$ cat src/verilog/dl_pkg.sv
package dl_pkg;

    // --------------------
    // frame geometry
    // --------------------
    localparam int RE_NUM       = 12;
    localparam int PRB_NUM      = 132;
    localparam int SYM_NUM      = 14;
    localparam int PRB_PER_PKT  = 4;
    // 48 words, 33 packets per symbol
    localparam int PKT_WORDS    = RE_NUM * PRB_PER_PKT;

    // --------------------
    // packet buffer and credits
    // --------------------
    localparam int BUF_DEPTH    = 128;
    localparam int BUF_AW       = 7;
    localparam int CREDIT_W     = 8;
    // at most two whole packets fit in the store
    localparam int PKT_CNT_W    = $clog2(BUF_DEPTH / PKT_WORDS + 1);

    // --------------------
    // transmit pacing
    // --------------------
    localparam int IQ_TX_PERIOD = 96;
    localparam int START_DELAY  = 100;
    localparam int CHIP_W       = 9;
    localparam int CHIP_RESET   = 511;
    localparam int DLY_W        = $clog2(START_DELAY + 1);
    localparam int PERIOD_W     = $clog2(IQ_TX_PERIOD);
    localparam int BURST_W      = $clog2(PKT_WORDS);

    // --------------------
    // payload word layout
    // --------------------
    localparam int WORD_W       = 64;
    localparam int SLOT_W       = 8;
    localparam int SYM_W        = 4;
    localparam int PRB_W        = 9;
    localparam int RE_W         = 4;
    localparam int SLOT_LSB     = 56;
    localparam int SYM_LSB      = 52;
    localparam int PRB_LSB      = 43;
    localparam int RE_LSB       = 39;
    localparam int ANT_BIT      = 38;

    // index fields packed from the top, all other bits zero
    function automatic logic [WORD_W-1:0] build_re_word(
        input logic [SLOT_W-1:0] slot,
        input logic [SYM_W-1:0]  sym,
        input logic [PRB_W-1:0]  prb,
        input logic [RE_W-1:0]   re,
        input logic              ant_grp
    );
        logic [WORD_W-1:0] word;
        word = '0;
        word[SLOT_LSB +: SLOT_W] = slot;
        word[SYM_LSB +: SYM_W]   = sym;
        word[PRB_LSB +: PRB_W]   = prb;
        word[RE_LSB +: RE_W]     = re;
        word[ANT_BIT]            = ant_grp;
        return word;
    endfunction

endpackage

$ cat src/verilog/dl_iq_tx_pacer.sv
`timescale 1ns/1ps

module dl_iq_tx_pacer (
    input  logic                      sys_clk_368_64,
    input  logic                      sys_rst_491_52,
    input  logic                      i_pkt_ready,
    input  logic                      i_tx_hold,
    input  logic [dl_pkg::WORD_W-1:0] i_rd_data,
    input  logic                      i_rd_sop,
    input  logic                      i_rd_eop,
    output logic                      o_rd_en,
    output logic                      o_iq_tx_valid,
    output logic                      o_iq_tx_sop,
    output logic                      o_iq_tx_eop,
    output logic [dl_pkg::WORD_W-1:0] o_iq_tx_data,
    output logic [dl_pkg::CHIP_W-1:0] o_iq_tx_chip_num
);

    import dl_pkg::*;

    logic [DLY_W-1:0]    dly_cnt;
    logic [PERIOD_W-1:0] period_cnt;
    logic [BURST_W-1:0]  burst_cnt;
    logic                burst_active;
    // read data valid from the buffer this cycle
    logic                rd_vld;

    logic start_done;
    logic tick;
    logic burst_go;

    assign start_done = (dly_cnt == DLY_W'(START_DELAY));
    // first tick at START_DELAY, then every IQ_TX_PERIOD
    assign tick       = start_done && (period_cnt == '0);
    // skip the opportunity when nothing whole is stored or on hold
    assign burst_go   = tick && i_pkt_ready && !i_tx_hold;
    assign o_rd_en    = burst_go || burst_active;

    // --------------------
    // period timing
    // --------------------
    always_ff @(posedge sys_clk_368_64)
    begin
        if (sys_rst_491_52)
        begin
            dly_cnt          <= '0;
            period_cnt       <= '0;
            o_iq_tx_chip_num <= CHIP_W'(CHIP_RESET);
        end
        else
        begin
            // start delay saturates
            if (!start_done)
                dly_cnt <= dly_cnt + 1'b1;
            else if (period_cnt == PERIOD_W'(IQ_TX_PERIOD - 1))
                period_cnt <= '0;
            else
                period_cnt <= period_cnt + 1'b1;
            // skipped ticks still use a chip number
            if (tick)
                o_iq_tx_chip_num <= o_iq_tx_chip_num + 1'b1;
        end
    end

    // --------------------
    // burst read-out
    // --------------------
    // first word issued on the tick, 47 more follow
    always_ff @(posedge sys_clk_368_64)
    begin
        if (sys_rst_491_52)
        begin
            burst_active <= 1'b0;
            burst_cnt    <= '0;
        end
        else if (burst_go)
        begin
            burst_active <= 1'b1;
            burst_cnt    <= BURST_W'(1);
        end
        else if (burst_active)
        begin
            burst_cnt <= burst_cnt + 1'b1;
            if (burst_cnt == BURST_W'(PKT_WORDS - 1))
                burst_active <= 1'b0;
        end
    end

    // transmit registers, two cycles behind the tick
    always_ff @(posedge sys_clk_368_64)
    begin
        if (sys_rst_491_52)
        begin
            rd_vld        <= 1'b0;
            o_iq_tx_valid <= 1'b0;
            o_iq_tx_sop   <= 1'b0;
            o_iq_tx_eop   <= 1'b0;
        end
        else
        begin
            rd_vld        <= o_rd_en;
            o_iq_tx_valid <= rd_vld;
            o_iq_tx_sop   <= rd_vld && i_rd_sop;
            o_iq_tx_eop   <= rd_vld && i_rd_eop;
        end
    end

    always_ff @(posedge sys_clk_368_64)
    begin
        if (rd_vld)
            o_iq_tx_data <= i_rd_data;
    end

endmodule

$ cat config.mk
export PLATFORM = sky130hd
export DESIGN_NAME = dl_iq_tx_pacer
export DESIGN_NICKNAME = d
export VERILOG_FILES = /design/src/verilog/dl_pkg.sv /design/src/verilog/dl_iq_tx_pacer.sv
export SDC_FILE = /design/constraint.sdc
export NUM_CORES = 1
export LEC_CHECK = 0
export BUFFER_PORTS_ARGS = -buffer_cell sky130_fd_sc_hd__buf_2
export CAP_MARGIN = 20
export CELL_PAD_IN_SITES_DETAIL_PLACEMENT = 1
export CELL_PAD_IN_SITES_GLOBAL_PLACEMENT = 2
export CORE_MARGIN = 5
export CORE_UTILIZATION = 32
export CTS_BUF_LIST = sky130_fd_sc_hd__clkbuf_8
export DETAILED_ROUTE_END_ITERATION = 10
export PLACE_DENSITY = 0.84
export SETUP_SLACK_MARGIN = 0.4
export SLEW_MARGIN = 0
export SYNTH_ARGS = -nofsm -noshare
export SYNTH_HDL_FRONTEND = slang
export SYNTH_SLANG_ARGS = --single-unit
$ cat constraint.sdc
create_clock -name sys_clk_368_64 -period 2.66 [get_ports sys_clk_368_64]
set_input_delay 0.399 -clock sys_clk_368_64 [delete_from_list [all_inputs] [get_ports sys_clk_368_64]]
set_output_delay 0.399 -clock sys_clk_368_64 [all_outputs]
set_load 0.02 [all_outputs]
# Word level (Yosys, flattened, before mapping)
# Cells that the tools add are included.
dict set report word_totals {
  reg_bits 98
  word_cells 34
}
dict set report classes {
  add_sub_neg 4
  n_eq_ne 3
  mux 6
  reduce_logical 10
}
# operator n
set ops {}
lappend ops {{7-bit by 1-bit adder with 7-bit output, second input constant} 2}
lappend ops {{7-bit == test, second input constant} 2}
lappend ops {{9-bit by 1-bit adder with 9-bit output, second input constant} 1}
lappend ops {{7-bit zero test} 1}
lappend ops {{7-bit 2-to-1 mux} 1}
lappend ops {{6-bit by 1-bit adder with 6-bit output, second input constant} 1}
lappend ops {{6-bit == test, second input constant} 1}
lappend ops {{1-bit logical AND} 5}
lappend ops {{1-bit 2-to-1 mux} 5}
lappend ops {{2-bit nonzero test} 1}
lappend ops {{2-bit OR reduction} 1}
lappend ops {{1-bit zero test} 1}
lappend ops {{1-bit logical OR} 1}

# Logic depth before layout (Yosys ltp)
dict set report logic_depth {
  ltp_word 5
  ltp_mapped 6
  mapped_depth_nobuf 6
}

# Worst setup path after synthesis
# No wires, ideal clock.
dict set report synth_path {
  path_kind {reg2reg}
  start {register rd_vld}
  end {register o_iq_tx_eop}
  arrival_ns 2.088
  slack_ns 0.513
  path_stages_with_launch 3
  path_buffers 0
  period_less_slack_ns 2.147
  cell_sequence {dfxtp_1 -> nor2b_1 -> and2_1}
}
dict set report synth_between {
  elab_chain_cells 1
}
# item line_no
set synth_lines {}
lappend synth_lines {{start: declaration} dl_iq_tx_pacer.sv:26} ;# logic rd_vld;
lappend synth_lines {{start signal: assignment} dl_iq_tx_pacer.sv:101} ;# rd_vld <= o_rd_en;
lappend synth_lines {{1-bit logical AND} dl_iq_tx_pacer.sv:104} ;# o_iq_tx_eop <= rd_vld && i_rd_eop;
lappend synth_lines {{end signal: assignment} dl_iq_tx_pacer.sv:104}
lappend synth_lines {{end: declaration} dl_iq_tx_pacer.sv:14} ;# output logic o_iq_tx_eop,
# No other way between the ends.
# A chain may end at the register's enable or synchronous reset.

# Worst setup path after layout
dict set report layout_path {
  start {register dly_cnt[0]}
  end {output o_rd_en}
}
dict set report layout_between {
  elab_chain_cells 5
}
# item line_no
set layout_lines {}
lappend layout_lines {{start: declaration} dl_iq_tx_pacer.sv:21} ;# logic [DLY_W-1:0] dly_cnt;
lappend layout_lines {{start signal: assignment} dl_iq_tx_pacer.sv:54} ;# dly_cnt <= dly_cnt + 1'b1;
lappend layout_lines {{7-bit == test} dl_iq_tx_pacer.sv:32} ;# assign start_done = (dly_cnt == DLY_W'(START_DELAY));
lappend layout_lines {{1-bit logical AND} dl_iq_tx_pacer.sv:34} ;# assign tick = start_done && (period_cnt == '0);
lappend layout_lines {{1-bit logical AND (2 in a row)} dl_iq_tx_pacer.sv:36} ;# assign burst_go = tick && i_pkt_ready && !i_tx_hold;
lappend layout_lines {{1-bit logical OR} dl_iq_tx_pacer.sv:37} ;# assign o_rd_en = burst_go || burst_active;
lappend layout_lines {{end: declaration} dl_iq_tx_pacer.sv:11} ;# output logic o_rd_en,
# No other way between the ends.

==> summary.txt <==
Logic synthesis
  • Post-synth EDFFs: 64
  • Asr flop ratio synth: 0
  • Post-synth top area cell: edfxtp_1
  • Yosys reg bits: 98
  • Synth warnings: 0
  • Most area-consuming cells after synthesis: edfxtp_1, dfxtp_1, nor2_1, mux2i_1, xor2_1
  • Main synth FF type: edfxtp_1
  • Yosys top cell area share: 0.548
  • Most numerous cell in the Yosys netlist: edfxtp_1
  • Synth Instances: 238
  • Mapped Area: 0.00351 sq mm
  • Avg Cell Area, Syn: 14.7 sq um
  • Yosys cell types: 32
  • Most frequent cells after synthesis: edfxtp_1, dfxtp_1, nor2_1
  • Syn nets: 314
  • Sequential fraction of the synthesis area: 0.742

Floorplanning
  • Num rows: 38
  • # IOs: 147
  • Die Footprint: approximately 0.013 sq mm
  • Die Ht: between 100 and 150 um
  • Core ar.: about 0.011 sq mm
  • Die Wd: about 110 um
  • Starting Density: 0.325

Worst setup path
  • CP startpoint kind: flop
  • Critical path fanouts, max: 7
  • Setup crit end kind: output port
  • WS Path Type: flop to output port
  • Required @ worst endpoint: 2.26 ns
  • Arr. time, crit path: 1.89 ns

Place
  • Dpl cells: between 500 and 600
  • DP HPWL: 7.70 mm
  • Placement Cell Area: 0.00442 sq mm
  • GPL Wtd Cong: 0.834
  • I/O Buffers: 146

CTS
  • Clock latency on the worst-skew pair: about 0.35 ns
  • CTS tree: yes
  • Worst-path clk slew: 0.09 ns
  • CTS Sinks: between 90 and 100
  • H-tree depth: 3
  • CTS max path bufs: 2
  • Clock root buffer: clkbuf_8
  • Postcts setup bufs: 0
  • Total CTS buffers: 9

Final layout
  • Final cell count without fillers: between 500 and 600
  • Area Overhead vs Synth: 31.8%
  • Util after Layout: 0.428
  • Layout cells sized above 1: 0.440
  • Final instance area: between 0.004 and 0.005 sq mm
  • Ant. Diodes: 0
  • Fin nets: 469

Drt
  • Avg WL per Cell: roughly 18 um
  • Drt pass-1 iters: 4
  • WL final: 9.67 mm
  • DRC: 0
  • Post-DRT Antenna Nets: 0
  • DR iter-0 viols: 141
  • Vias per cell: approximately 4.5
  • DR vias: 2437

Timing
  • Final setup violation count: 0
  • RSZ-0062 raised after global routing: true
  • Final min period: 2.29 ns
  • Setup TNS: 0 ns
  • Final hold violations: 0
  • Slew Limit Headroom: 0.525
  • Layout Skew: 0.0104 ns
  • Max Freq: 0.437 GHz
  • Final Cycle Share: 0.861
  • Worst Tran Pin Value: ~0.71 ns
  • Pins Over Slew Limit: 0

Global routing
  • Total global-route track usage: 0.145
  • Vias in the first global route: 2487
  • Total gr overflow: 0
  • First-pass GRT wire length: 14.3 mm
  • Initial antenna violation count: 0
  • Pin count of the biggest net entering global routing: 34

Pwr
  • Power Density: 571 mW/mm^2
  • Peak supply drop: roughly 0.00021 V
  • Leakage power: 1.86 nW
  • Pwr Total: 2.64 mW

Hold path
  • Tightest Hold Check Type: input pin to flop

Flow run
  • Max Cap Viol: 0

Status
  • Status: completed
state kept, by name, summed over array words and instances, names as in the netlist:
register          flops
burst_active          1
burst_cnt             6
dly_cnt               7
o_iq_tx_chip_num      9
o_iq_tx_data         64
o_iq_tx_eop           1
o_iq_tx_sop           1
o_iq_tx_valid         1
period_cnt            7
rd_vld                1
cell type report:
cell class                 instances  area [sq um]
clock buffer                       9           124
timing repair buffer             149           753
clock inverter                     7          66.3
fill                            1179          6170
sequential                        98          2600
inverter                           9          33.8
multi-input combinational        126           865
tap                              140           175
critical path, cell delays in order, from the launching register on:
cell,delay (ns)
dfxtp_1,0.34
inv_1,0.09
ha_1,0.20
nand2_2,0.14
nor4_4,0.36
nand3_2,0.15
nand2_1,0.08
buf_2,0.16
stage by stage:
stage | worst slack [ns] | hold slack (ns)
final | 0.371 | 0.210
after global routing | 0.187 | 0.167
after floorplan | 0.513 | 0.485
after global placement | 0.664 | 0.504
after detailed placement | 0.602 | 0.521
after CTS | 0.315 | 0.181
cell families after synthesis:
logic type | Yosys count | share of synthesized area
AND/OR/NAND/NOR | 81 | 0.131
buffers and inverters | 14 | 0.0150
XOR/XNOR | 17 | 0.0425
adder cells (fa/ha/maj) | 6 | 0.0214
AO/OA/AOI/OAI | 13 | 0.0228
multiplexers | 9 | 0.0257
flip-flops | 98 | 0.742
where the power goes:
| group | internal, mW | leakage [nW] | total (mW) | switching (mW) |
|---|---|---|---|---|
| registers | 1.62 | 0.850 | 1.62 | 0.00483 |
| logic | 0.0442 | 0.922 | 0.0779 | 0.0337 |
| clock network | 0.432 | 0.0928 | 0.934 | 0.502 |
placed cells by master (no fill, tap or decap), types with 3 or more instances in the layout:
cell	instances
buf_4	3
nor2_2	3
xnor2_1	8
edfxtp_1	64
nand3_1	11
mux2i_1	9
buf_2	146
a21oi_1	7
or4_4	3
inv_1	9
xor2_1	9
nor2b_1	7
and2_1	3
nand2b_1	4
clkinv_1	3
ha_1	6
dfxtp_1	33
nand2_1	5
clkbuf_8	9
nor3_1	4
nor2_1	25
nand4_1	3
final timing paths:
check	start	endpoint	slack (ns)	cells after the start
max	dly_cnt[0]$_SDFFE_PP0P_	o_rd_en	0.37	7
max reg2reg	period_cnt[6]$_SDFFE_PP0N_	o_iq_tx_chip_num[8]$_SDFFE_PP1P_	0.79	4
min reg2reg	o_iq_tx_chip_num[8]$_SDFFE_PP1P_	o_iq_tx_chip_num[8]$_SDFFE_PP1P_	0.52	2
min	i_rd_data[60]	o_iq_tx_data[60]$_DFFE_PP_	0.21	1
what timing repair did:
action,in CTS,in global routing
endpoints found under the setup margin,1,1
hold buffers,0,0
pin swaps,0,0
gates resized for setup,3,0
hold endpoints to repair,0,0
per-layer routing:
layer,vias to the layer above,GRT usage,wire length (um)
li1,1155,-,-
met1,1168,0.172,3910
met2,105,0.244,4640
met3,9,0.0560,1030
met4,0,0.0423,94
met5,-,0,0
Power figures use the tool's default switching activity.
