### config.mk
export PLATFORM = sky130hd
export DESIGN_NAME = dl_re_framer
export DESIGN_NICKNAME = d
export VERILOG_FILES = /design/src/verilog/dl_pkg.sv /design/src/verilog/dl_re_framer.sv
export SDC_FILE = /design/constraint.sdc
export NUM_CORES = 1
export LEC_CHECK = 0
export BUFFER_PORTS_ARGS = -buffer_cell sky130_fd_sc_hd__buf_2
export CAP_MARGIN = 20
export CORE_MARGIN = 5
export CORE_UTILIZATION = 33
export DETAILED_ROUTE_END_ITERATION = 12
export MAX_ROUTING_LAYER = met4
export PLACE_DENSITY_LB_ADDON = 0.15
export SLEW_MARGIN = 20
export SYNTH_ARGS = -nofsm -noshare
export SYNTH_HDL_FRONTEND = slang
export SYNTH_SLANG_ARGS = --single-unit
### constraint.sdc
create_clock -name sys_clk_368_64 -period 3.89 [get_ports sys_clk_368_64]
set_input_delay 0.389 -clock sys_clk_368_64 [delete_from_list [all_inputs] [get_ports sys_clk_368_64]]
set_output_delay 0.389 -clock sys_clk_368_64 [all_outputs]
set_load 0.01 [all_outputs]
### src/verilog/dl_pkg.sv
package dl_pkg;

    // --------------------
    // frame geometry
    // --------------------
    localparam int RE_NUM       = 12;
    localparam int PRB_NUM      = 132;
    localparam int SYM_NUM      = 14;
    localparam int PRB_PER_PKT  = 4;
    // 48 words, 33 packets per symbol
    localparam int PKT_WORDS    = RE_NUM * PRB_PER_PKT;

    // --------------------
    // packet buffer and credits
    // --------------------
    localparam int BUF_DEPTH    = 128;
    localparam int BUF_AW       = 7;
    localparam int CREDIT_W     = 8;
    // at most two whole packets fit in the store
    localparam int PKT_CNT_W    = $clog2(BUF_DEPTH / PKT_WORDS + 1);

    // --------------------
    // transmit pacing
    // --------------------
    localparam int IQ_TX_PERIOD = 96;
    localparam int START_DELAY  = 100;
    localparam int CHIP_W       = 9;
    localparam int CHIP_RESET   = 511;
    localparam int DLY_W        = $clog2(START_DELAY + 1);
    localparam int PERIOD_W     = $clog2(IQ_TX_PERIOD);
    localparam int BURST_W      = $clog2(PKT_WORDS);

    // --------------------
    // payload word layout
    // --------------------
    localparam int WORD_W       = 64;
    localparam int SLOT_W       = 8;
    localparam int SYM_W        = 4;
    localparam int PRB_W        = 9;
    localparam int RE_W         = 4;
    localparam int SLOT_LSB     = 56;
    localparam int SYM_LSB      = 52;
    localparam int PRB_LSB      = 43;
    localparam int RE_LSB       = 39;
    localparam int ANT_BIT      = 38;

    // index fields packed from the top, all other bits zero
    function automatic logic [WORD_W-1:0] build_re_word(
        input logic [SLOT_W-1:0] slot,
        input logic [SYM_W-1:0]  sym,
        input logic [PRB_W-1:0]  prb,
        input logic [RE_W-1:0]   re,
        input logic              ant_grp
    );
        logic [WORD_W-1:0] word;
        word = '0;
        word[SLOT_LSB +: SLOT_W] = slot;
        word[SYM_LSB +: SYM_W]   = sym;
        word[PRB_LSB +: PRB_W]   = prb;
        word[RE_LSB +: RE_W]     = re;
        word[ANT_BIT]            = ant_grp;
        return word;
    endfunction

endpackage

### src/verilog/dl_re_framer.sv
`timescale 1ns/1ps

module dl_re_framer (
    input  logic                      sys_clk_368_64,
    input  logic                      sys_rst_491_52,
    input  logic                      i_credit,
    output logic                      o_wr_valid,
    output logic [dl_pkg::WORD_W-1:0] o_wr_data,
    output logic                      o_wr_sop,
    output logic                      o_wr_eop
);

    import dl_pkg::*;

    // resource element indices
    logic [RE_W-1:0]     re_idx;
    logic [PRB_W-1:0]    prb_idx;
    logic [SYM_W-1:0]    sym_idx;
    logic [SLOT_W-1:0]   slot_idx;
    logic                ant_grp;
    // free slots left in the buffer
    logic [CREDIT_W-1:0] credit_cnt;

    logic emit;
    logic last_re;
    logic last_prb;
    logic last_sym;
    logic pkt_first;
    logic pkt_last;

    // one word per cycle while any credit is held
    assign emit      = (credit_cnt != '0);
    assign last_re   = (re_idx == RE_W'(RE_NUM - 1));
    assign last_prb  = (prb_idx == PRB_W'(PRB_NUM - 1));
    assign last_sym  = (sym_idx == SYM_W'(SYM_NUM - 1));
    // packet edges, four prbs each
    assign pkt_first = (re_idx == '0) && ((prb_idx % PRB_PER_PKT) == 0);
    assign pkt_last  = last_re && ((prb_idx % PRB_PER_PKT) == PRB_PER_PKT - 1);

    // --------------------
    // credit counter
    // --------------------
    always_ff @(posedge sys_clk_368_64)
    begin
        if (sys_rst_491_52)
            credit_cnt <= CREDIT_W'(BUF_DEPTH);
        else if (emit && !i_credit)
            credit_cnt <= credit_cnt - 1'b1;
        else if (!emit && i_credit)
            credit_cnt <= credit_cnt + 1'b1;
    end

    // --------------------
    // index nesting
    // --------------------
    // re inside prb inside symbol inside slot, frozen while stalled
    always_ff @(posedge sys_clk_368_64)
    begin
        if (sys_rst_491_52)
        begin
            re_idx   <= '0;
            prb_idx  <= '0;
            sym_idx  <= '0;
            slot_idx <= '0;
            ant_grp  <= 1'b0;
        end
        else if (emit)
        begin
            if (!last_re)
                re_idx <= re_idx + 1'b1;
            else
            begin
                re_idx <= '0;
                if (!last_prb)
                    prb_idx <= prb_idx + 1'b1;
                else
                begin
                    prb_idx <= '0;
                    // antenna group flips once per symbol
                    ant_grp <= ~ant_grp;
                    if (!last_sym)
                        sym_idx <= sym_idx + 1'b1;
                    else
                    begin
                        sym_idx  <= '0;
                        // 8 bit slot rolls over at 256
                        slot_idx <= slot_idx + 1'b1;
                    end
                end
            end
        end
    end

    // --------------------
    // write port
    // --------------------
    always_ff @(posedge sys_clk_368_64)
    begin
        if (sys_rst_491_52)
        begin
            o_wr_valid <= 1'b0;
            o_wr_sop   <= 1'b0;
            o_wr_eop   <= 1'b0;
        end
        else
        begin
            o_wr_valid <= emit;
            o_wr_sop   <= emit && pkt_first;
            o_wr_eop   <= emit && pkt_last;
        end
    end

    // payload built from the current indices
    always_ff @(posedge sys_clk_368_64)
    begin
        if (emit)
            o_wr_data <= build_re_word(slot_idx, sym_idx, prb_idx, re_idx, ant_grp);
    end

endmodule

# Yosys cells after proc, flatten, opt, wreduce, memory -nomap -nowiden
# Index checks and enable logic that the tools add are counted.
# W data, S select, Z words.
[classes] muxes=5 n_eq_ne=4 bitwise_logic=1 n_addsub=6 n_reduce_logical=15
[op_table] op="$logic_not A32 Y1" n=1
[op_table] op="$add A8 B1 Y8 const B" n=2
[op_table] op="$mux W8" n=2
[op_table] op="$add A9 B1 Y9 const B" n=1
[op_table] op="$eq A9 B8 Y1 const B" n=1
[op_table] op="$mux W9" n=1
[op_table] op="$add A4 B1 Y4 const B" n=2
[op_table] op="$eq A4 B4 Y1 const B" n=2
[op_table] op="$mux W4" n=2
[op_table] op="$reduce_bool A8 Y1" n=1
[op_table] op="$sub A8 B1 Y8 const B" n=1
[op_table] op="$logic_and A1 B1 Y1" n=6
[op_table] op="$logic_not A4 Y1" n=1
[op_table] op="$reduce_and A4 Y1" n=1
[op_table] op="$reduce_and A3 Y1" n=1
[op_table] op="$eq A2 B2 Y1 const B" n=1
[op_table] op="$logic_not A1 Y1" n=2
[op_table] op="$reduce_and A2 Y1" n=1
[op_table] op="$reduce_bool A2 Y1" n=1
[op_table] op="$not A1 Y1" n=1
[totals] wordCells=41 out_inout_bits=67 reg_bits=63 inputBits=3

# Depth between registers and ports, before layout
# Gate-level depths: netlist of the first run.
[logic_depth] depth_word=5 mapped_depth=15 ltp_nobuf=11

# Worst setup path before layout of the first run
# Ideal clock, no wire load.
[synth_path] kind="register to register" start="reg credit_cnt[5]" end="reg credit_cnt[6]" required_time_ns=3.757 arrival_time_ns=3.189 setup_ns=0.133 n_path_buf=4 synth_period_minus_slack_ns=3.322 stages_incl_launch_ff=16 setup_slack_ns=0.568 cell_sequence="dfxtp_1 buf_2 nor4_2 and3_1 buf_2 inv_2 ha_1 clkbuf_1 clkbuf_1 xor2_1 ha_1 a21oi_1 o41ai_1 a211oi_1 mux2i_1 o211ai_1"
[synth_between] elab_chain_len=4 elab_cells_between_ends=9 classes_between="add/sub (2); mux (2); reduce/logical (5)"
[synth_lines] element="from (decl)" line="dl_re_framer.sv:22" text="logic [CREDIT_W-1:0] credit_cnt;"
[synth_lines] element="from (signal assigned)" line="dl_re_framer.sv:46" text="credit_cnt <= CREDIT_W'(BUF_DEPTH);"
[synth_lines] element="from (signal assigned)" line="dl_re_framer.sv:48" text="credit_cnt <= credit_cnt - 1'b1;"
[synth_lines] element="from (signal assigned)" line="dl_re_framer.sv:50" text="credit_cnt <= credit_cnt + 1'b1;"
[synth_lines] element="$reduce_bool A8 Y1 *" line="dl_re_framer.sv:32" text="assign emit = (credit_cnt != '0);"
[synth_lines] element="named net emit" line="dl_re_framer.sv:24" text="logic emit;"
[synth_lines] element="$logic_not A1 Y1" line="dl_re_framer.sv:49" text="else if (!emit && i_credit)"
[synth_lines] element="$logic_and A1 B1 Y1" line="dl_re_framer.sv:49"
[synth_lines] element="$reduce_bool A2 Y1 (no source line)"
# Mark *: on every way through the listed nets, which the timed path passes. The rest lies on a longest branch. The select of a mux whose other input is x is not followed.
# A chain may end at the register's enable or synchronous reset.

# Worst setup path after layout of the first run
[layout_path] start="reg credit_cnt[1]" end="reg credit_cnt[6]"
# Same word-level chain as after synthesis.

==> results of run 1 <==
==> power by group through the flow <==
stage / combinational [mW] / sequential, mW / clock (mW)
final: 0.554 / 0.944 / 0.645
after global routing: 0.632 / 0.968 / 0.695
after CTS: 0.562 / 0.945 / 0.665
after detailed placement: 0.558 / 0.961 / 0
after global placement: 0.558 / 0.960 / 0
after floorplan: 0.433 / 0.959 / 0
==> worst max path at each step <==
stage | to | depth (start not counted) | slack [ns]
6_report | credit_cnt[6] | 11 | 0.67
5_1_grt | credit_cnt[6] | 10 | 0.34
3_3_place_gp | credit_cnt[6] | 11 | 0.74
2_1_floorplan | credit_cnt[6] | 15 | 0.57
4_1_cts | credit_cnt[6] | 11 | 0.66
3_5_place_dp | credit_cnt[6] | 11 | 0.68
==> state kept, by name (all words and copies together), names as in the netlist <==
name,count
ant_grp,1
o_wr_data,26
credit_cnt,8
slot_idx,8
prb_idx,9
re_idx,4
o_wr_sop,1
o_wr_eop,1
sym_idx,4
o_wr_valid,1
==> layout by cell type (no fill, tap or decap), drive strengths merged, types with 4 or more instances in the layout <==
cell    synthesis  routed
o21ai          12      12
and2            6       6
dfxtp          37      37
nand4          10      10
clkbuf         11       9
nand2          19      19
buf            44      33
edfxtp         26      26
nor4            6       6
conb            1      38
nand3           8       8
mux2i           4       4
ha              8       8
inv            14      17
xor2            8       8
a21oi          14      14
xnor2          11      11
nor3           10      10
nor2           31      31
==> layer usage <==
metal / global-route usage (%) / up-vias / share of wire (%)
li1: - / 1137 / -
met5: - / - / 0
met1: 14.5 / 1026 / 48
met3: 2.49 / 9 / 5.1
met2: 16.5 / 48 / 45
met4: 5.14 / 0 / 1.8
==> critical path, delay by kind of cell (launching register included) <==
family | cells | cell delay, ns
multiplexers | 1 | 0.21
adder cells (fa/ha/maj) | 2 | 0.55
XOR/XNOR | 1 | 0.20
flip-flops | 1 | 0.42
AND/OR/NAND/NOR | 2 | 0.94
AO/OA/AOI/OAI | 4 | 0.69
buffers and inverters | 1 | 0.06
==> cells by family (layout without fill, tap and decap cells) <==
logic type	count (synthesis)	count (layout)	share of synthesized area [%]
muxes	6	6	2.06
AOI/OAI and AO/OA	48	48	10.2
DFF	63	63	47.2
buffers and inverters	69	63	12.9
adders and majority gates	8	8	3.11
and+or+nand+nor	115	115	19.3
other	1	38	0.116
xor gates and xnor gates	19	19	5.17
==> metrics by stage <==
stage / worst slack [ns] / utilization [%] / total power, mW
floorplan: 0.568 / - / 1.39
global placement: 0.743 / 34.6 / 1.52
finish: 0.673 / 37.0 / 2.14
CTS: 0.663 / 37.0 / 2.17
detailed placement: 0.684 / 34.6 / 1.52
global route: 0.341 / 37.0 / 2.30
==> area by class of cell <==
class / instances / area, sq um / share of cell area, %
Multi-Input combinational cell: 234 / 1430 / 40.0
Sequential cell: 63 / 1520 / 42.7
Clock buffer: 9 / 124 / 3.48
Inverter: 14 / 52.6 / 1.48
Timing Repair Buffer: 33 / 170 / 4.78
Clock inverter: 7 / 103 / 2.88
Tap cell: 133 / 166 / 4.67
==> results.yml, run 1 <==
finish:
  design_area_sq_um: 3560
  layout.nets: 366
  syn2layout_area_growth_pct: 10.6
  diodes: 0
  n_fill_cell: 1019
  layout-drive-gt1-share_pct: 16.7
  fin_cells: 493
clock_tree:
  cts_inserted_buffers: 9
  postcts_setup_bufs: 0
  cts_htree_levels: 3
  cts_hold_buf: 0
  cts.repair.resized: 0
  latest_clock_arrival_within_the_worst_skew_pair_ns: 0.34
  root_buffer: "sky130_fd_sc_hd__clkbuf_8"
  ctsLongestPathBuffers: 2
  worst_setup_hold_path_clk_slew_ns: 0.08
  cts_tree: "built"
  cts.sinks: 63
floorplan:
  rows: 36
  initial_core_util_pct: 33.4
  floorplan.core_area_sq_um: 9640
  floorplan.die.height_microns: 109
  die-area_sq_um: 11800
  die_width_microns: 109
  io-pin-count: 70
placement:
  place_hpwl_microns: 4110
  placedInstanceArea_sq_um: 3340
  post-place-cells: 477
  gp_congestion: 0.837
  buffer_ports.inserted: 31
power_and_ir_drop:
  internal-power_mw: 1.43
  share_comb_of_total_power_pct: 25.8
  power.net_switching_mw: 0.712
  switching_share_pct: 33.2
  p_per_area_nw_per_um2: 602
  power.sequential.fraction_pct: 44.1
  p_leak_nw: 1.44
  ir_drop_worst_case_vdd_mv: 0.147
  power.share.clock_pct: 30.1
timing:
  portion_of_the_clock_cycle_consumed_by_the_worst_path_in_the_final_layout_pct: 82.7
  post-route-min-period_ns: 3.22
  max_slew_margin_pct: 44.8
  tns_ns: 0
  final.setup_skew_ns: 0.0119
  drv_slew: 0
  rsz0062_at_grt: "no"
  tightestPinTransition_ns: 0.828
  finalSetupViolCount: 0
  whs_ns: 0.463
  final_hold_viol_count: 0
  achievable-frequency_ghz: 0.311
logic_synthesis:
  post_synth_num_cell_types: 56
  synth.top_cells.by_area: "sky130_fd_sc_hd__edfxtp_1 24%, sky130_fd_sc_hd__dfxtp_1 23%, sky130_fd_sc_hd__buf_4 8.9%"
  synth_async_sr_flop_share_pct: 0
  synth.largest_area_cell: "sky130_fd_sc_hd__edfxtp_1"
  yosysSeqAreaShare_pct: 47.2
  synthesis.yosys.warnings: 0
  synth.cell_area_sq_um: 3220
  netlist_top_cells_count: "38 x sky130_fd_sc_hd__buf_4, 37 x sky130_fd_sc_hd__dfxtp_1, 31 x sky130_fd_sc_hd__nor2_1"
  post-synth-top-area-fraction_pct: 24.2
  synth_enable_flop_cells: 26
  synth_most_common_cell: "sky130_fd_sc_hd__buf_4"
  yosys_register_bits: 63
  synth_flop_cell: "sky130_fd_sc_hd__dfxtp_1"
  synthCells: 329
  avgSynthCellArea_sq_um: 9.79
detailed_routing:
  dr_vias_cell: 4.50
  route.final.wire_length_microns: 5990
  route.antenna.remaining_nets: 0
  first_pass_iters: 5
  routed_wire_length_per_instance_microns: 12.2
  routed-via-count: 2220
  drc_errors: 0
  starting_drc_count_in_detailed_routing: 151
worst_setup_path:
  worst-setup-path-type: "register to register"
  regToRegSetupSlack_ns: 0.67
  slowest_delay_ns: 0.55
  timing.critical_path.mode_cell: "sky130_fd_sc_hd__ha_1"
  cp.required_ns: 4.09
  reg2reg_depth: 11
  critical-path-slowest-cell: "sky130_fd_sc_hd__nor3_1"
  crit_path_cell_trace: "nor3_1, and3_1, inv_2, ha_1, xor2_1, ha_1, a21oi_1, o41ai_1, a211oi_1, mux2i_1, o211ai_1"
  cp_max_fo: 11
  worstSetupStartpoint: "credit_cnt[1]"
  destination_of_the_worst_register_to_register_timing_path: "credit_cnt[6]"
  end_kind: "register"
  cp_data_arrival_time_ns: 3.41
  critical_path.reg2reg.startpoint: "credit_cnt[1]"
  type_of_origin_of_the_critical_path: "register"
global_routing:
  grt_antenna_before_repair: 0
  gr-total-overflow: 0
  grtUsageTotal_pct: 11.2
  number_of_global_route_vias_before_repair: 2048
  maximum_number_of_pins_on_one_net_before_global_route_repair: 46
  grt_first_pass_wirelength_microns: 10100
hold_path:
  worstHoldPathType: "register to register"
  hold-path-cell-count: 0
  timing.hold.worst_endpoint: "o_wr_data[38]"
  worstHoldStart: "ant_grp"
job:
  maxCapViolCount: 0
status:
  status: "complete, no violations"
Power figures use the tool's default switching activity.
==> run 2: changes to the inputs <==
--- a/config.mk
+++ b/config.mk
@@ -5,6 +5,7 @@
 export SDC_FILE = /design/constraint.sdc
 export NUM_CORES = 1
 export LEC_CHECK = 0
+export ABC_AREA = 1
 export BUFFER_PORTS_ARGS = -buffer_cell sky130_fd_sc_hd__buf_2
 export CAP_MARGIN = 20
 export CORE_MARGIN = 5
==> constraint.sdc (replaced) <==
create_clock -name sys_clk_368_64 -period 3.2 [get_ports sys_clk_368_64]
set_input_delay 0.32 -clock sys_clk_368_64 [delete_from_list [all_inputs] [get_ports sys_clk_368_64]]
set_output_delay 0.32 -clock sys_clk_368_64 [all_outputs]
set_load 0.01 [all_outputs]
==> results.yml, run 2 <==
clock_tree:
  ctsLongestPathBuffers: 2
  postcts_setup_bufs: 0
  cts_htree_levels: 3
  worst_setup_hold_path_clk_slew_ns: 0.07
  cts_hold_buf: 0
  root_buffer: "sky130_fd_sc_hd__clkbuf_8"
  cts.sinks: 63
  cts.repair.resized: 0
  latest_clock_arrival_within_the_worst_skew_pair_ns: 0.33
  cts_inserted_buffers: 9
  cts_tree: "built"
logic_synthesis:
  post-synth-top-area-fraction_pct: 23.0
  synth_most_common_cell: "sky130_fd_sc_hd__nand2_1"
  synth_compound_gate_area_share_pct: 5.93
  synth.top_cells.by_area: "sky130_fd_sc_hd__edfxtp_1 23%, sky130_fd_sc_hd__dfxtp_1 22%, sky130_fd_sc_hd__nand2_1 10%"
  avgSynthCellArea_sq_um: 8.36
  synth.largest_area_cell: "sky130_fd_sc_hd__edfxtp_1"
  synth-xor-area-share_pct: 3.87
  synthCells: 406
  synth_fa_ha_area_share_pct: 2.95
  synth_async_sr_flop_share_pct: 0
  synth_enable_flop_cells: 26
  yosysSeqAreaShare_pct: 44.8
  post_synth_num_cell_types: 33
  synthSimpleGateAreaFrac_pct: 27.7
  netlist_top_cells_count: "93 x sky130_fd_sc_hd__nand2_1, 40 x sky130_fd_sc_hd__buf_4, 37 x sky130_fd_sc_hd__dfxtp_1"
  synth.cell_area_sq_um: 3400
  yosys_register_bits: 63
  synthesis.yosys.warnings: 0
  synth_flop_cell: "sky130_fd_sc_hd__dfxtp_1"
  synth_top_family_by_area: "simple AND/OR/NAND/NOR gates"
  muxShareOfSynthArea_pct: 0
power_and_ir_drop:
  power.net_switching_mw: 0.547
  share_comb_of_total_power_pct: 16.6
  ir_drop_worst_case_vdd_mv: 0.158
  p_leak_nw: 1.72
  power.share.clock_pct: 32.5
  design_power_total_mw: 1.81
  p_per_area_nw_per_um2: 489
  internal-power_mw: 1.26
  power.sequential.fraction_pct: 50.8
  switching_share_pct: 30.2
timing:
  drv_slew: 0
  tns_ns: 0
  max_slew_margin_pct: 62.1
  achievable-frequency_ghz: 0.387
  rsz0062_at_grt: "no"
  post-route-min-period_ns: 2.58
  tightestPinTransition_ns: 0.569
  finalSetupViolCount: 0
  portion_of_the_clock_cycle_consumed_by_the_worst_path_in_the_final_layout_pct: 80.7
  final.setup_skew_ns: 0.00719
  final_hold_viol_count: 0
global_routing:
  grtUsageTotal_pct: 11.4
  number_of_global_route_vias_before_repair: 2370
  grt_antenna_before_repair: 0
  gr-total-overflow: 0
  grt_first_pass_wirelength_microns: 11200
  maximum_number_of_pins_on_one_net_before_global_route_repair: 30
finish:
  largest-register: "o_wr_data"
  layout-drive-gt1-share_pct: 17.8
  layout_common_cells: "93 x sky130_fd_sc_hd__nand2_1, 38 x sky130_fd_sc_hd__conb_1, 37 x sky130_fd_sc_hd__dfxtp_1"
  n_fill_cell: 1079
  diodes: 0
  largest_reg_flops: 26
  reg.largest.list: "o_wr_data: 26 flops, prb_idx: 9 flops"
  layout.nets: 451
  fin_cells: 581
  most_frequent_standard_cell_in_the_layout_excluding_fill_and_tap_cells: "sky130_fd_sc_hd__nand2_1"
  syn2layout_area_growth_pct: 8.99
detailed_routing:
  route.final.wire_length_microns: 6630
  starting_drc_count_in_detailed_routing: 75
  route.antenna.remaining_nets: 0
  routed_wire_length_per_instance_microns: 11.4
  first_pass_iters: 4
  dr_vias_cell: 4.27
  drc_errors: 0
  routed-via-count: 2483
floorplan:
  floorplan.core_area_sq_um: 10200
  die_width_microns: 111
  rows: 37
  floorplan.die.height_microns: 111
  initial_core_util_pct: 33.3
  die-area_sq_um: 12400
  io-pin-count: 70
placement:
  gp_congestion: 0.909
  buffer_ports.inserted: 31
  place_hpwl_microns: 4730
  post-place-cells: 565
worst_setup_path:
  end_kind: "register"
  type_of_origin_of_the_critical_path: "register"
  cp_max_fo: 11
  cp.required_ns: 3.43
  worst-setup-path-type: "register to register"
  cp_data_arrival_time_ns: 2.81
  regToRegSetupSlack_ns: 0.62
job:
  maxCapViolCount: 0
hold_path:
  worstHoldPathType: "register to register"
status:
  status: "complete, no violations"
[run 2: cell count changes in the layout (fill, tap and decap cells not counted), sizes merged, moves of 4 or more]
cell | previous run | this run
and2 | 6 | 0
nand4 | 10 | 3
a21oi | 14 | 27
clkinv | 1 | 5
nor4 | 6 | 0
nand2 | 19 | 100
nor2 | 31 | 40
nand3 | 8 | 36
xnor2 | 11 | 3
xor2 | 8 | 12
mux2i | 4 | 0
o21ai | 12 | 8
inv | 17 | 43
[run 2: layer usage]
layer | share of wire [%] | track usage (%) | vias to the layer above
met3 | 5.0 | 3.53 | 6
met2 | 49 | 18.2 | 57
met4 | 0.91 | 3.24 | 0
li1 | - | - | 1294
met1 | 46 | 13.9 | 1126
met5 | 0 | - | -
[run 2: path summary, 6_finish.rpt]
| kind | endpoint | from | depth (start not counted) |
|---|---|---|---|
| max | credit_cnt[6] | credit_cnt[7] | 17 |
| min reg2reg | o_wr_data[49] | prb_idx[6] | 0 |
| max reg2reg | credit_cnt[6] | credit_cnt[7] | 17 |
| min | o_wr_data[49] | prb_idx[6] | 0 |
[run 2: cell families after synthesis]
logic type,Yosys count
compound gates,36
xor+xnor,15
fa+ha+maj,8
buf+inv,90
flops,63
other cells,1
simple gates,193
[run 2: cell type report]
class                      count  area, sq um  area share, %
inverter                      44          166           4.50
sequential                    63         1520           41.1
timing repair buffer          32          163           4.39
clock inverter                 6         37.5           1.01
tap                          136          170           4.60
clock buffer                  10          128           3.45
multi-input combinational    290         1520           40.9
[run 2: critical path, cell delays in order, from the launching register on]
cell and delay, ns:
sky130_fd_sc_hd__dfxtp_1 0.35, sky130_fd_sc_hd__nor2_2 0.13, sky130_fd_sc_hd__nand3_2 0.13, sky130_fd_sc_hd__nor2_8 0.21, sky130_fd_sc_hd__inv_1 0.08, sky130_fd_sc_hd__ha_1 0.34
sky130_fd_sc_hd__inv_2 0.22, sky130_fd_sc_hd__nand2_1 0.10, sky130_fd_sc_hd__nand2_1 0.08, sky130_fd_sc_hd__inv_1 0.05, sky130_fd_sc_hd__ha_1 0.18, sky130_fd_sc_hd__o21bai_1 0.21
sky130_fd_sc_hd__nand3_1 0.13, sky130_fd_sc_hd__nand2_1 0.06, sky130_fd_sc_hd__nand2_1 0.05, sky130_fd_sc_hd__nand3_1 0.06, sky130_fd_sc_hd__nand2_1 0.06, sky130_fd_sc_hd__inv_1 0.04
[run 2: through the flow]
step           instance area, sq um  hold WS, ns  setup WS [ns]  util, %
6_report                       3700        0.462          0.617     36.3
5_1_grt                        3700        0.481          0.402     36.3
3_5_place_dp                   3540        0.451          0.662     34.7
2_1_floorplan                  3530        0.429          0.553        -
4_1_cts                        3700        0.470          0.630     36.3
3_3_place_gp                   3540        0.440          0.672     34.7
[run 2: power groups by stage]
stage               Sequential [mW]  Clock [mW]  Combinational [mW]
finish                        0.921       0.589               0.302
detailed placement            0.939           0               0.301
floorplan                     0.952           0               0.240
CTS                           0.921       0.626               0.303
global route                  0.927       0.660               0.340
global placement              0.939           0               0.305
